--- src/hw/mips_pkg.sv ---
/*
 * Shared widths, opcode and function codes, the instruction word union
 * and the structs carried between pipeline stages
 */
`default_nettype none

package mips_pkg;

	// --------------------------------------------------
	// Widths and counts
	// --------------------------------------------------
	localparam int word_w       = 32;
	localparam int reg_addr_w   = 5;
	localparam int reg_count    = 32;
	// EXE, MEM and WB emptied before sys
	localparam int drain_cycles = 3;

	typedef logic [word_w-1:0]     word_t;
	typedef logic [reg_addr_w-1:0] reg_idx_t;

	localparam word_t pc_step  = 32'd4;
	localparam word_t reset_pc = 32'h0000_0000;

	// --------------------------------------------------
	// Opcodes and SPECIAL function codes
	// --------------------------------------------------
	localparam logic [5:0] op_special = 6'h00;
	localparam logic [5:0] op_j       = 6'h02;
	localparam logic [5:0] op_beq     = 6'h04;
	localparam logic [5:0] op_bne     = 6'h05;
	localparam logic [5:0] op_addiu   = 6'h09;
	localparam logic [5:0] op_ori     = 6'h0d;
	localparam logic [5:0] op_lui     = 6'h0f;
	localparam logic [5:0] op_lw      = 6'h23;
	localparam logic [5:0] op_sw      = 6'h2b;

	localparam logic [5:0] fn_syscall = 6'h0c;
	localparam logic [5:0] fn_addu    = 6'h21;
	localparam logic [5:0] fn_subu    = 6'h23;
	localparam logic [5:0] fn_and     = 6'h24;
	localparam logic [5:0] fn_or      = 6'h25;
	localparam logic [5:0] fn_slt     = 6'h2a;

	typedef enum logic [2:0] {
		alu_add,
		alu_sub,
		alu_and,
		alu_or,
		alu_slt,
		alu_lui
	} alu_op_t;

	// One fetched word, three decode views
	typedef union packed {
		struct packed {
			logic [5:0] op;
			reg_idx_t   rs;
			reg_idx_t   rt;
			reg_idx_t   rd;
			logic [4:0] shamt;
			logic [5:0] funct;
		} r_fmt;
		struct packed {
			logic [5:0]  op;
			reg_idx_t    rs;
			reg_idx_t    rt;
			logic [15:0] imm;
		} i_fmt;
		struct packed {
			logic [5:0]  op;
			logic [25:0] target;
		} j_fmt;
	} instr_u;

	// --------------------------------------------------
	// Stage payloads
	// --------------------------------------------------
	typedef struct packed {
		word_t    pc_plus4;
		reg_idx_t rs;
		reg_idx_t rt;
		word_t    a;
		word_t    b;
		// Already sign or zero extended
		word_t    imm;
		alu_op_t  alu_op;
		logic     use_imm;
		reg_idx_t dest;
		logic     wr_en;
		logic     mem_rd;
		logic     mem_wr;
		logic     is_beq;
		logic     is_bne;
		logic     is_j;
		word_t    j_target;
	} id_ex_t;

	typedef struct packed {
		word_t    alu_res;
		word_t    store_data;
		reg_idx_t dest;
		logic     wr_en;
		logic     mem_rd;
		logic     mem_wr;
	} ex_mem_t;

	typedef struct packed {
		word_t    data;
		reg_idx_t dest;
		logic     wr_en;
	} wb_t;

endpackage

`default_nettype wire

--- src/hw/decode_stage.sv ---
/*
 * IF/ID register, instruction decode and register file with write-through
 */
`timescale 1ns/1ns
`default_nettype none

module decode_stage (
	input  logic               clock,
	input  logic               arst_n,
	input  mips_pkg::word_t    instr_in,
	input  mips_pkg::word_t    pc_plus4,
	input  logic               hold_fetch,
	input  logic               flush_id,
	input  mips_pkg::wb_t      wb,
	output mips_pkg::id_ex_t   id_ex,
	output logic               syscall_id,
	output mips_pkg::reg_idx_t rs_id,
	output mips_pkg::reg_idx_t rt_id
);

	mips_pkg::instr_u ir;
	mips_pkg::word_t  pc_plus4_q;
	mips_pkg::word_t  regs [mips_pkg::reg_count];
	logic             uses_rs;
	logic             uses_rt;

	// $0 reads zero, a write in this cycle is seen at once
	function automatic mips_pkg::word_t read_reg(input mips_pkg::reg_idx_t idx);
		if (idx == '0)
			return '0;
		if (wb.wr_en && wb.dest == idx)
			return wb.data;
		return regs[idx];
	endfunction

	// --------------------------------------------------
	// IF/ID register
	// --------------------------------------------------
	always_ff @(posedge clock or negedge arst_n) begin
		if (!arst_n) begin
			ir         <= '0;
			pc_plus4_q <= '0;
		end else if (flush_id) begin
			// All-zero word falls to the no-op decode
			ir <= '0;
		end else if (!hold_fetch) begin
			ir         <= instr_in;
			pc_plus4_q <= pc_plus4;
		end
	end

	always_ff @(posedge clock) begin
		if (wb.wr_en)
			regs[wb.dest] <= wb.data;
	end

	// --------------------------------------------------
	// Decode
	// --------------------------------------------------
	always_comb begin
		id_ex          = '0;
		id_ex.pc_plus4 = pc_plus4_q;
		id_ex.rs       = ir.r_fmt.rs;
		id_ex.rt       = ir.r_fmt.rt;
		id_ex.imm      = {{16{ir.i_fmt.imm[15]}}, ir.i_fmt.imm};
		id_ex.alu_op   = mips_pkg::alu_add;
		id_ex.j_target = {pc_plus4_q[31:28], ir.j_fmt.target, 2'b00};
		syscall_id     = 1'b0;
		uses_rs        = 1'b1;
		uses_rt        = 1'b0;
		case (ir.r_fmt.op)
			mips_pkg::op_special: begin
				uses_rt     = 1'b1;
				id_ex.dest  = ir.r_fmt.rd;
				id_ex.wr_en = 1'b1;
				case (ir.r_fmt.funct)
					mips_pkg::fn_addu: id_ex.alu_op = mips_pkg::alu_add;
					mips_pkg::fn_subu: id_ex.alu_op = mips_pkg::alu_sub;
					mips_pkg::fn_and:  id_ex.alu_op = mips_pkg::alu_and;
					mips_pkg::fn_or:   id_ex.alu_op = mips_pkg::alu_or;
					mips_pkg::fn_slt:  id_ex.alu_op = mips_pkg::alu_slt;
					default: begin
						// SYSCALL and unknown functions write nothing
						syscall_id  = (ir.r_fmt.funct == mips_pkg::fn_syscall);
						id_ex.wr_en = 1'b0;
						uses_rs     = 1'b0;
						uses_rt     = 1'b0;
					end
				endcase
			end
			mips_pkg::op_addiu, mips_pkg::op_ori, mips_pkg::op_lui, mips_pkg::op_lw: begin
				id_ex.use_imm = 1'b1;
				id_ex.dest    = ir.i_fmt.rt;
				id_ex.wr_en   = 1'b1;
				id_ex.mem_rd  = (ir.i_fmt.op == mips_pkg::op_lw);
				// ORI and LUI take the zero-extended field
				if (ir.i_fmt.op == mips_pkg::op_ori || ir.i_fmt.op == mips_pkg::op_lui)
					id_ex.imm = {16'h0000, ir.i_fmt.imm};
				if (ir.i_fmt.op == mips_pkg::op_ori)
					id_ex.alu_op = mips_pkg::alu_or;
				if (ir.i_fmt.op == mips_pkg::op_lui) begin
					id_ex.alu_op = mips_pkg::alu_lui;
					uses_rs      = 1'b0;
				end
			end
			mips_pkg::op_sw: begin
				uses_rt       = 1'b1;
				id_ex.use_imm = 1'b1;
				id_ex.mem_wr  = 1'b1;
			end
			mips_pkg::op_beq, mips_pkg::op_bne: begin
				uses_rt      = 1'b1;
				id_ex.is_beq = (ir.i_fmt.op == mips_pkg::op_beq);
				id_ex.is_bne = (ir.i_fmt.op == mips_pkg::op_bne);
			end
			mips_pkg::op_j: begin
				uses_rs    = 1'b0;
				id_ex.is_j = 1'b1;
			end
			default: uses_rs = 1'b0;
		endcase
		id_ex.a = read_reg(ir.r_fmt.rs);
		id_ex.b = read_reg(ir.r_fmt.rt);
		// Only real sources go to the load-use check
		rs_id = uses_rs ? ir.r_fmt.rs : '0;
		rt_id = uses_rt ? ir.r_fmt.rt : '0;
	end

endmodule

`default_nettype wire

--- src/hw/execute_stage.sv ---
/*
 * ID/EXE register, operand forwarding, ALU and branch resolution
 */
`timescale 1ns/1ns
`default_nettype none

module execute_stage (
	input  logic               clock,
	input  logic               arst_n,
	input  mips_pkg::id_ex_t   id_ex,
	input  logic               bubble_ex,
	input  mips_pkg::wb_t      wb,
	input  mips_pkg::ex_mem_t  ex_mem_fwd,
	output mips_pkg::ex_mem_t  ex_mem,
	output logic               redirect,
	output mips_pkg::word_t    redirect_pc,
	output mips_pkg::reg_idx_t load_dest,
	output logic               load_valid
);

	mips_pkg::id_ex_t id_ex_q;
	mips_pkg::word_t  op_a;
	mips_pkg::word_t  op_b;
	mips_pkg::word_t  alu_b;
	mips_pkg::word_t  alu_res;
	logic             taken;

	// Youngest producer first, $0 never forwarded
	function automatic mips_pkg::word_t fwd(input mips_pkg::reg_idx_t idx,
		input mips_pkg::word_t reg_val);
		if (idx != '0 && ex_mem_fwd.wr_en && ex_mem_fwd.dest == idx)
			return ex_mem_fwd.alu_res;
		if (idx != '0 && wb.wr_en && wb.dest == idx)
			return wb.data;
		return reg_val;
	endfunction

	always_ff @(posedge clock or negedge arst_n) begin
		if (!arst_n)
			id_ex_q <= '0;
		else
			id_ex_q <= bubble_ex ? '0 : id_ex;
	end

	// --------------------------------------------------
	// Operands and ALU
	// --------------------------------------------------
	always_comb begin
		op_a  = fwd(id_ex_q.rs, id_ex_q.a);
		op_b  = fwd(id_ex_q.rt, id_ex_q.b);
		alu_b = id_ex_q.use_imm ? id_ex_q.imm : op_b;
		case (id_ex_q.alu_op)
			mips_pkg::alu_sub: alu_res = op_a - alu_b;
			mips_pkg::alu_and: alu_res = op_a & alu_b;
			mips_pkg::alu_or:  alu_res = op_a | alu_b;
			mips_pkg::alu_slt: alu_res = {31'b0, $signed(op_a) < $signed(alu_b)};
			mips_pkg::alu_lui: alu_res = {alu_b[15:0], 16'h0000};
			// Also the LW and SW address add
			default:           alu_res = op_a + alu_b;
		endcase
		ex_mem.alu_res    = alu_res;
		ex_mem.store_data = op_b;
		ex_mem.dest       = id_ex_q.dest;
		ex_mem.wr_en      = id_ex_q.wr_en;
		ex_mem.mem_rd     = id_ex_q.mem_rd;
		ex_mem.mem_wr     = id_ex_q.mem_wr;
	end

	// Branches compare forwarded values
	assign taken = (id_ex_q.is_beq && op_a == op_b) || (id_ex_q.is_bne && op_a != op_b);
	assign redirect = taken || id_ex_q.is_j;
	assign redirect_pc = id_ex_q.is_j ? id_ex_q.j_target
		: id_ex_q.pc_plus4 + {id_ex_q.imm[29:0], 2'b00};

	// Load in EXE, for the load-use check in ID
	assign load_dest  = id_ex_q.dest;
	assign load_valid = id_ex_q.mem_rd;

endmodule

`default_nettype wire

--- src/hw/fetch_pc.sv ---
/*
 * Program counter with hold and redirect load
 */
`timescale 1ns/1ns
`default_nettype none

module fetch_pc (
	input  logic            clock,
	input  logic            arst_n,
	input  logic            hold_fetch,
	input  logic            redirect,
	input  mips_pkg::word_t redirect_pc,
	output mips_pkg::word_t pc,
	output mips_pkg::word_t pc_plus4
);

	// Sequential next address, also carried down the pipe
	assign pc_plus4 = pc + mips_pkg::pc_step;

	always_ff @(posedge clock or negedge arst_n) begin
		if (!arst_n) begin
			pc <= mips_pkg::reset_pc;
		end else if (redirect) begin
			// Taken branch or jump beats any stall
			pc <= redirect_pc;
		end else if (!hold_fetch) begin
			pc <= pc_plus4;
		end
	end

endmodule

`default_nettype wire

--- src/hw/hazard_ctrl.sv ---
/*
 * Load-use stall, redirect flush and SYSCALL drain FSM
 */
`timescale 1ns/1ns
`default_nettype none

module hazard_ctrl (
	input  logic               clock,
	input  logic               arst_n,
	input  logic               syscall_id,
	input  mips_pkg::reg_idx_t rs_id,
	input  mips_pkg::reg_idx_t rt_id,
	input  mips_pkg::reg_idx_t load_dest,
	input  logic               load_valid,
	input  logic               redirect,
	output logic               hold_fetch,
	output logic               flush_id,
	output logic               bubble_ex,
	output logic               sys
);

	typedef enum logic [1:0] {
		st_run,
		st_drain,
		st_notify
	} state_t;

	typedef logic [$clog2(mips_pkg::drain_cycles + 1)-1:0] cnt_t;

	state_t state_q;
	state_t state_d;
	cnt_t   cnt_q;
	logic   load_use;

	// Load in EXE feeding a source of the instruction in ID
	assign load_use = load_valid && load_dest != '0 &&
		(load_dest == rs_id || load_dest == rt_id);

	always_ff @(posedge clock or negedge arst_n) begin
		if (!arst_n) begin
			state_q <= st_run;
			cnt_q   <= '0;
		end else begin
			state_q <= state_d;
			// Reloaded on every run cycle and counted down in drain
			if (state_q == st_run)
				cnt_q <= cnt_t'(mips_pkg::drain_cycles);
			else if (state_q == st_drain)
				cnt_q <= cnt_q - cnt_t'(1);
		end
	end

	// --------------------------------------------------
	// Next state and controls
	// --------------------------------------------------
	always_comb begin
		state_d    = state_q;
		hold_fetch = 1'b0;
		flush_id   = 1'b0;
		bubble_ex  = 1'b0;
		sys        = 1'b0;
		case (state_q)
			st_run: begin
				if (redirect) begin
					// Kill both younger slots and drop any SYSCALL in ID
					flush_id  = 1'b1;
					bubble_ex = 1'b1;
				end else if (syscall_id) begin
					hold_fetch = 1'b1;
					bubble_ex  = 1'b1;
					state_d    = st_drain;
				end else if (load_use) begin
					hold_fetch = 1'b1;
					bubble_ex  = 1'b1;
				end
			end
			st_drain: begin
				hold_fetch = 1'b1;
				bubble_ex  = 1'b1;
				if (cnt_q == cnt_t'(1))
					state_d = st_notify;
			end
			st_notify: begin
				// PC still held at the word after SYSCALL
				hold_fetch = 1'b1;
				flush_id   = 1'b1;
				bubble_ex  = 1'b1;
				sys        = 1'b1;
				state_d    = st_run;
			end
			default: state_d = st_run;
		endcase
	end

endmodule

`default_nettype wire

--- src/hw/mem_wb_stage.sv ---
/*
 * EXE/MEM and MEM/WB registers, data memory drive and write-back select
 */
`timescale 1ns/1ns
`default_nettype none

module mem_wb_stage (
	input  logic              clock,
	input  logic              arst_n,
	input  mips_pkg::ex_mem_t ex_mem,
	input  mips_pkg::word_t   data_in,
	output mips_pkg::ex_mem_t ex_mem_fwd,
	output mips_pkg::word_t   data_address,
	output mips_pkg::word_t   data_out,
	output logic              mem_read,
	output logic              mem_write,
	output mips_pkg::wb_t     wb
);

	mips_pkg::ex_mem_t ex_mem_q;

	always_ff @(posedge clock or negedge arst_n) begin
		if (!arst_n) begin
			ex_mem_q <= '0;
			wb       <= '0;
		end else begin
			ex_mem_q <= ex_mem;
			// Loaded word for LW, ALU result otherwise
			wb.data  <= ex_mem_q.mem_rd ? data_in : ex_mem_q.alu_res;
			wb.dest  <= ex_mem_q.dest;
			wb.wr_en <= ex_mem_q.wr_en;
		end
	end

	// Word accesses only, memory answers in the same cycle
	assign data_address = ex_mem_q.alu_res;
	assign data_out     = ex_mem_q.store_data;
	assign mem_read     = ex_mem_q.mem_rd;
	assign mem_write    = ex_mem_q.mem_wr;
	assign ex_mem_fwd   = ex_mem_q;

endmodule

`default_nettype wire

--- src/hw/mips_core.sv ---
/*
 * Five-stage MIPS I core: fetch, decode, execute, memory and write-back
 * stages with the hazard controller
 */
`timescale 1ns/1ns
`default_nettype none

module mips_core (
	input  logic            clock,
	input  logic            arst_n,
	input  mips_pkg::word_t instr_in,
	input  mips_pkg::word_t data_in,
	output mips_pkg::word_t instruction_address,
	output mips_pkg::word_t data_address,
	output mips_pkg::word_t data_out,
	output logic            mem_read,
	output logic            mem_write,
	output logic            sys
);

	// Fetch and redirect
	mips_pkg::word_t    pc_plus4;
	mips_pkg::word_t    redirect_pc;
	logic               redirect;

	// Stage structs
	mips_pkg::id_ex_t   id_ex;
	mips_pkg::ex_mem_t  ex_mem;
	mips_pkg::ex_mem_t  ex_mem_fwd;
	mips_pkg::wb_t      wb;

	// Hazard inputs and controls
	logic               syscall_id;
	mips_pkg::reg_idx_t rs_id;
	mips_pkg::reg_idx_t rt_id;
	mips_pkg::reg_idx_t load_dest;
	logic               load_valid;
	logic               hold_fetch;
	logic               flush_id;
	logic               bubble_ex;

	// --------------------------------------------------
	// IF
	// --------------------------------------------------
	fetch_pc u_fetch_pc (
		.clock       (clock),
		.arst_n      (arst_n),
		.hold_fetch  (hold_fetch),
		.redirect    (redirect),
		.redirect_pc (redirect_pc),
		.pc          (instruction_address),
		.pc_plus4    (pc_plus4)
	);

	// --------------------------------------------------
	// ID and EXE
	// --------------------------------------------------
	decode_stage u_decode_stage (
		.clock      (clock),
		.arst_n     (arst_n),
		.instr_in   (instr_in),
		.pc_plus4   (pc_plus4),
		.hold_fetch (hold_fetch),
		.flush_id   (flush_id),
		.wb         (wb),
		.id_ex      (id_ex),
		.syscall_id (syscall_id),
		.rs_id      (rs_id),
		.rt_id      (rt_id)
	);

	execute_stage u_execute_stage (
		.clock       (clock),
		.arst_n      (arst_n),
		.id_ex       (id_ex),
		.bubble_ex   (bubble_ex),
		.wb          (wb),
		.ex_mem_fwd  (ex_mem_fwd),
		.ex_mem      (ex_mem),
		.redirect    (redirect),
		.redirect_pc (redirect_pc),
		.load_dest   (load_dest),
		.load_valid  (load_valid)
	);

	// --------------------------------------------------
	// MEM, WB and hazards
	// --------------------------------------------------
	mem_wb_stage u_mem_wb_stage (
		.clock        (clock),
		.arst_n       (arst_n),
		.ex_mem       (ex_mem),
		.data_in      (data_in),
		.ex_mem_fwd   (ex_mem_fwd),
		.data_address (data_address),
		.data_out     (data_out),
		.mem_read     (mem_read),
		.mem_write    (mem_write),
		.wb           (wb)
	);

	hazard_ctrl u_hazard_ctrl (
		.clock      (clock),
		.arst_n     (arst_n),
		.syscall_id (syscall_id),
		.rs_id      (rs_id),
		.rt_id      (rt_id),
		.load_dest  (load_dest),
		.load_valid (load_valid),
		.redirect   (redirect),
		.hold_fetch (hold_fetch),
		.flush_id   (flush_id),
		.bubble_ex  (bubble_ex),
		.sys        (sys)
	);

endmodule

`default_nettype wire

--- config.mk ---
export PLATFORM = sky130hd
export DESIGN_NAME = mips_core
export DESIGN_NICKNAME = d
export VERILOG_FILES = /design/src/hw/mips_pkg.sv /design/src/hw/decode_stage.sv /design/src/hw/execute_stage.sv /design/src/hw/fetch_pc.sv /design/src/hw/hazard_ctrl.sv /design/src/hw/mem_wb_stage.sv /design/src/hw/mips_core.sv
export SDC_FILE = /design/constraint.sdc
export NUM_CORES = 2
export LEC_CHECK = 0
export ABC_AREA = 1
export BUFFER_PORTS_ARGS = -buffer_cell sky130_fd_sc_hd__buf_2
export CORE_ASPECT_RATIO = 1.5
export CORE_MARGIN = 4
export CORE_UTILIZATION = 28
export DETAILED_ROUTE_END_ITERATION = 10
export PLACE_DENSITY = 0.54
export SYNTH_ARGS = -nofsm -noshare
export SYNTH_HDL_FRONTEND = slang
export SYNTH_HIERARCHICAL = 1
export SYNTH_SLANG_ARGS = --single-unit
--- constraint.sdc ---
create_clock -name clock -period 4.5 [get_ports clock]
set_clock_uncertainty 0.1 [all_clocks]
set_input_delay 0.225 -clock clock [delete_from_list [all_inputs] [get_ports clock]]
set_output_delay 0.225 -clock clock [all_outputs]
set_load 0.01 [all_outputs]
# [Word level (Yosys, flattened, before mapping)]
# Memories as Yosys holds them, arrays and structs flattened.
# Index checks and enable logic that the tools add are counted.
[totals] mem_count=1 register_bits=395 mem_bits_rw=1024 input_bits=66 out_inout_bits=99
[mem_list] name="u_decode_stage.regs" words=32 width=32 rd=2 rd_clocked_by_memory_dff=0 wr=1 line="decode_stage.sv:23" source="mips_pkg::word_t regs [mips_pkg::reg_count];"
[classes] reduce_logical=34 magnitude_cmp=1 n_mux=74 n_addsub=5 eq_ne=37 bitwise_logic=4
[op_table] cell="$mux 32" n=25
[op_table] cell="$mux 185" n=1
[op_table] cell="$pmux 32 s5" n=1
[op_table] cell="$add 32x32->32" n=2
[op_table] cell="$eq 6x6->1 const B" n=7
[op_table] cell="$eq 5x5->1" n=8
[op_table] cell="$add 32x3->32 const B" n=1
[op_table] cell="$and 32x32->32" n=1
[op_table] cell="$eq 32x32->1" n=1
[op_table] cell="$lt 32x32->1" n=1
[op_table] cell="$ne 32x32->1" n=1
[op_table] cell="$or 32x32->32" n=1
[op_table] cell="$sub 32x32->32" n=1
[op_table] cell="$mux 1" n=28
[op_table] cell="$eq 6x4->1 const B" n=4
[op_table] cell="$reduce_bool 5->1" n=3
[op_table] cell="$logic_and 1x1->1" n=14
[op_table] cell="$mux 2" n=7
[op_table] cell="$eq 6x3->1 const B" n=2
[op_table] cell="$pmux 3 s4" n=1
[op_table] cell="$pmux 6 s2" n=1
[op_table] cell="$logic_not 5->1" n=2
[op_table] cell="$mux 5" n=2
[op_table] cell="$ne 2x2->1 const B" n=5
[op_table] cell="23 further kinds" n=35

# [Longest topological paths before layout]
[logic_depth] depth_word=15 mapped_depth=31

# [By module]
# Netlist, hierarchy kept.
[modules_own_cells] module="decode_stage" instances=1 seq_area_each_um2=32351.0 area_per_inst_um2=57821.7 cells_each=6643
[modules_own_cells] module="execute_stage" instances=1 seq_area_each_um2=4629.4 area_per_inst_um2=17661.9 cells_each=2871
[modules_own_cells] module="mem_wb_stage" instances=1 seq_area_each_um2=2752.6 area_per_inst_um2=3739.8 cells_each=280
[modules_own_cells] module="fetch_pc" instances=1 seq_area_each_um2=800.8 area_per_inst_um2=2443.6 cells_each=370
[modules_own_cells] module="hazard_ctrl" instances=1 seq_area_each_um2=100.1 area_per_inst_um2=481.7 cells_each=85

# [Least setup slack after synthesis]
# No wires, ideal clock.
[synth_path] path_kind="flip-flop to flip-flop" start="register u_mem_wb_stage/wb[1] (netlist name)" end="register u_mem_wb_stage.ex_mem_q (netlist bit u_mem_wb_stage/data_address[30])" arrival_ns=3.620 slack_ns=0.650 path_buffers=2 setup_time_ns=0.131 stages_incl_launch_ff=28 path_cell_list="dfrtp_1 inv_1 nand2_1 nand3_1 nor2_2 buf_4 buf_4 nand3_1 nand3_1 nand2_1 o21ai_0 inv_1 fa_1 or2_2 o21ai_2 nand2_1 nand2_1 nand2_1 nand2_1 nand2_1 nand2_1 nand3_1 nand2_1 a21oi_1 nor2_1 nor2_1 nand2_1 nand4_1"
[synth_lines] element="to (signal assigned)" line="mem_wb_stage.sv:27" source="ex_mem_q <= ex_mem;"
[synth_lines] element="to (decl)" line="mem_wb_stage.sv:20" source="mips_pkg::ex_mem_t ex_mem_q;"

# [Worst setup path in the final report]
[layout_path] start="register u_execute_stage/id_ex_q[151] in the netlist's numbering" end="register u_execute_stage/id_ex_q[178] in the netlist's numbering"
[layout_between] elab_chain_len=14 elab_cells_between_ends=22
[layout_lines] element="from (decl)" line="execute_stage.sv:21" source="mips_pkg::id_ex_t id_ex_q;"
[layout_lines] element="from (signal assigned)" line="execute_stage.sv:42" source="id_ex_q <= bubble_ex ? '0 : id_ex;"
[layout_lines] element="$reduce_bool 5->1" line="execute_stage.sv:31, execute_stage.sv:33"
[layout_lines] element="$logic_and 1x1->1 (2 in series)" line="execute_stage.sv:33" source="if (idx != '0 && wb.wr_en && wb.dest == idx)"
[layout_lines] element="$mux 1 (2 in series)" line="execute_stage.sv:33"
[layout_lines] element="$mux 32" line="execute_stage.sv:35" source="return reg_val;"
[layout_lines] element="$mux 32 (*)" line="execute_stage.sv:33"
[layout_lines] element="$eq 32x32->1 or $ne 32x32->1 (tied branches)" line="execute_stage.sv:70" source="assign taken = (id_ex_q.is_beq && op_a == op_b) || (id_ex_q.is_bne && op_a != op_b);"
[layout_lines] element="$logic_and 1x1->1" line="execute_stage.sv:70"
[layout_lines] element="$logic_or 1x1->1 (*)" line="execute_stage.sv:70"
[layout_lines] element="$logic_or 1x1->1 (*)" line="execute_stage.sv:71" source="assign redirect = taken || id_ex_q.is_j;"
[layout_lines] element="net redirect" line="mips_core.sv:24" source="logic redirect;"
[layout_lines] element="$mux 1 (*)" line="hazard_ctrl.sv:64" source="if (redirect) begin"
[layout_lines] element="$pmux 1 s2 (*)" line="hazard_ctrl.sv:62" source="case (state_q)"
[layout_lines] element="net bubble_ex" line="mips_core.sv:40" source="logic bubble_ex;"
[layout_lines] element="$mux 185 (*)" line="execute_stage.sv:42"
# Mark *: on every way through the listed nets, which the timed path passes. The rest lies on a longest branch. The select of a mux whose other input is x is not followed.
# A chain may end at the register's enable or synchronous reset.

==> flow_metrics.py <==
metrics = {
    "global_routing": {
        "grt_pass1_wl_um": 482000,
        "grt_use_met1_pct": 24.3,
        "gr-total-overflow": 0,
        "use_met3_pct": 2.65,
        "met2_usage_pct": 37.9,
        "busiest_layer": "met2",
        "grt_pass1_vias": 68239,
        "antenna_found_initial": 9,
        "grt_max_degree": 200,
        "grt.total_usage_pct": 21.6,
    },
    "finish": {
        "final_area_um2": 94100,
        "nets": 10593,
        "fillers": 30457,
        "syn_to_final_growth_pct": 14.9,
        "final_cells": 14279,
        "drive_gt1_share_pct": 11.1,
    },
    "power_and_ir_drop": {
        "power_density_nw_per_um2": 758,
        "ir_drop_uv": 721,
        "total_power_mw": 71.3,
        "leakage_nw": 41.4,
    },
    "hold_path": {
        "min_path_type": "primary input to flop",
    },
    "floorplan": {
        "num_rows": 242,
        "core_area_um2": 290000,
        "dieArea_um2": 301000,
        "start_util_pct": 28.2,
        "ioPinCount": 165,
        "die_h_um": 670,
        "die_w_um": 450,
    },
    "setup_path": {
        "critPathRequiredTime_ns": 5.12,
        "reg2reg_slack_ns": 0.17,
        "r2r_cells": 29,
        "timing.rr.start": "u_execute_stage/id_ex_q[151]",
        "regToRegEndpoint": "u_execute_stage/id_ex_q[178]",
        "cp-endpoint": "u_execute_stage/id_ex_q[178]",
        "crit_start": "u_execute_stage/id_ex_q[151]",
        "arrival_ns": 4.94,
        "cp_slowest_cell": "dfrtp_2",
        "critPathMaxFanout": 26,
        "endpoint_kind": "flop",
        "worst_setup_path_start_kind": "flop",
        "crit_path_frequent_cell": "nand2_1",
        "cpPeakStageDelay_ns": 0.42,
        "timing_worst_setup_path_type": "flop to flop",
    },
    "timing": {
        "tightest_slew_ns": 1.12,
        "finalHoldViolCount": 0,
        "post-route-period-util_pct": 96.2,
        "finalSetupViolations": 0,
        "min_period_ns": 4.33,
        "rsz0062_at_grt": "yes",
        "drv_slew": 0,
        "max_freq_ghz": 0.231,
        "relSlewSlack_pct": 25.0,
        "final.setup.worst_slack_ns": 0.172,
        "fin_hold_ws_ns": 0.0596,
    },
    "clock_network": {
        "numCtsBuffers": 146,
        "h-tree-depth": 4,
        "cts_tree": "done",
        "clock_latency_ns": 0.85,
        "path_clk_slew_ns": 0.07,
        "cts_root_buffer": "clkbuf_16",
        "cts_buffer_depth": 4,
        "clkSinkCount": 1419,
    },
    "synth": {
        "syn_avg_cell_area_um2": 8.02,
        "yosys_warnings": 6,
        "syn-instance-count": 10215,
        "synth_area_um2": 81900,
    },
    "route": {
        "vias": 71666,
        "wl_um": 339000,
        "first_pass_iters": 5,
        "first_iter_violations": 6505,
        "wl_per_cell_um": 23.7,
        "vias_per_cell": 5.02,
        "antenna_left": 0,
        "drc": 0,
    },
    "place": {
        "dp_slack_ns": -0.137,
        "place_congestion": 1.02,
        "dpl-instance-area_um2": 88400,
        "placed_cells": 13948,
        "post-dp-hpwl_um": 219000,
        "io_buffers": 164,
    },
    "run": {
        "maxCapViolations": 0,
    },
    "status": {
        "outcome": "complete, no violations",
    },
}
-- layer usage --
metal	vias to the layer above	part of all wire [%]
met5	-	0.013
met1	34175	36
met2	3078	49
li1	33449	-
met3	958	6.2
met4	6	8.3
-- sequential cells by signal, summed over array words and instances, names as in the netlist, 5 cells and up --
name,count
u_execute_stage/id_ex_q,177
u_decode_stage/pc_plus4_q,32
u_fetch_pc/pc,32
u_decode_stage/regs,1024
u_mem_wb_stage/ex_mem_fwd,6
u_execute_stage/load_dest,5
u_mem_wb_stage/data_address,32
u_decode_stage/ir,32
u_mem_wb_stage/data_out,32
u_mem_wb_stage/wb,38
-- through the flow --
stage	utilization, %	setup TNS (ns)
floorplan	-	0
global placement	30.5	-3.31
detailed placement	30.5	-2.61
CTS	32.3	0
global route	32.4	-0.0264
finish	32.4	0
-- where the power goes --
group          switching (mW)  total [mW]  internal [mW]
Sequential               2.18        19.2           17.0
Clock                    5.36        12.3           6.93
Combinational            27.4        39.8           12.4
Total                    35.0        71.3           36.3
-- timing repair --
item	in CTS	in global routing
pin swaps	2	8
setup buffers	1	7
setup endpoints to repair	51	262
endpoints found under the hold margin	459	0
hold buffers	69	0
gates resized for setup	8	67
-- cell type report --
type | instances | area (um2) | share of cell area [%]
flip-flops and latches | 1419 | 40700 | 43.2
multi-input cells | 6694 | 32500 | 34.5
repair buffers | 740 | 6270 | 6.67
inverters | 1390 | 5280 | 5.61
well taps | 3782 | 4730 | 5.03
clock buffers | 187 | 4080 | 4.34
clock inverters | 58 | 548 | 0.583
diodes | 9 | 22.5 | 0.0239
-- worst min path at each step --
stage | startpoint | endpoint | slack (ns) | cells after the start
after floorplan | arst_n | u_decode_stage/ir[0] | -0.17 | 0
after global placement | arst_n | u_fetch_pc/pc[31] | 0.15 | 1
after detailed placement | arst_n | u_fetch_pc/pc[31] | 0.15 | 1
after CTS | instr_in[10] | u_decode_stage/ir[10] | 0.009 | 4
after global routing | instr_in[10] | u_decode_stage/ir[10] | 0.06 | 4
final | instr_in[6] | u_decode_stage/ir[6] | 0.06 | 4
-- critical path: cells and delay by family, from the launching register on --
kind / cells / cell delay [ns]
AOI/OAI and AO/OA: 2 / 0.32
and+or+nand+nor: 17 / 1.95
buffers and inverters: 10 / 1.43
DFF: 1 / 0.42
-- cell usage in the layout, fill, tap and decap left out, types with 40 or more instances in the layout --
cell type and count:
inv_1 1349, buf_2 163, nor2_4 49, nor2_1 661, a21oi_1 303, edfxtp_1 1024, o21ai_0 445, o211ai_1 405
buf_4 428, clkbuf_16 155, nand3_1 1248, dlygate4sd3_1 68, or2_2 80, nand4_1 48, nand2_1 2940, ha_1 131
or2_1 40, buf_12 71, dfrtp_1 383, or2_0 45
Power figures use the tool's default switching activity.
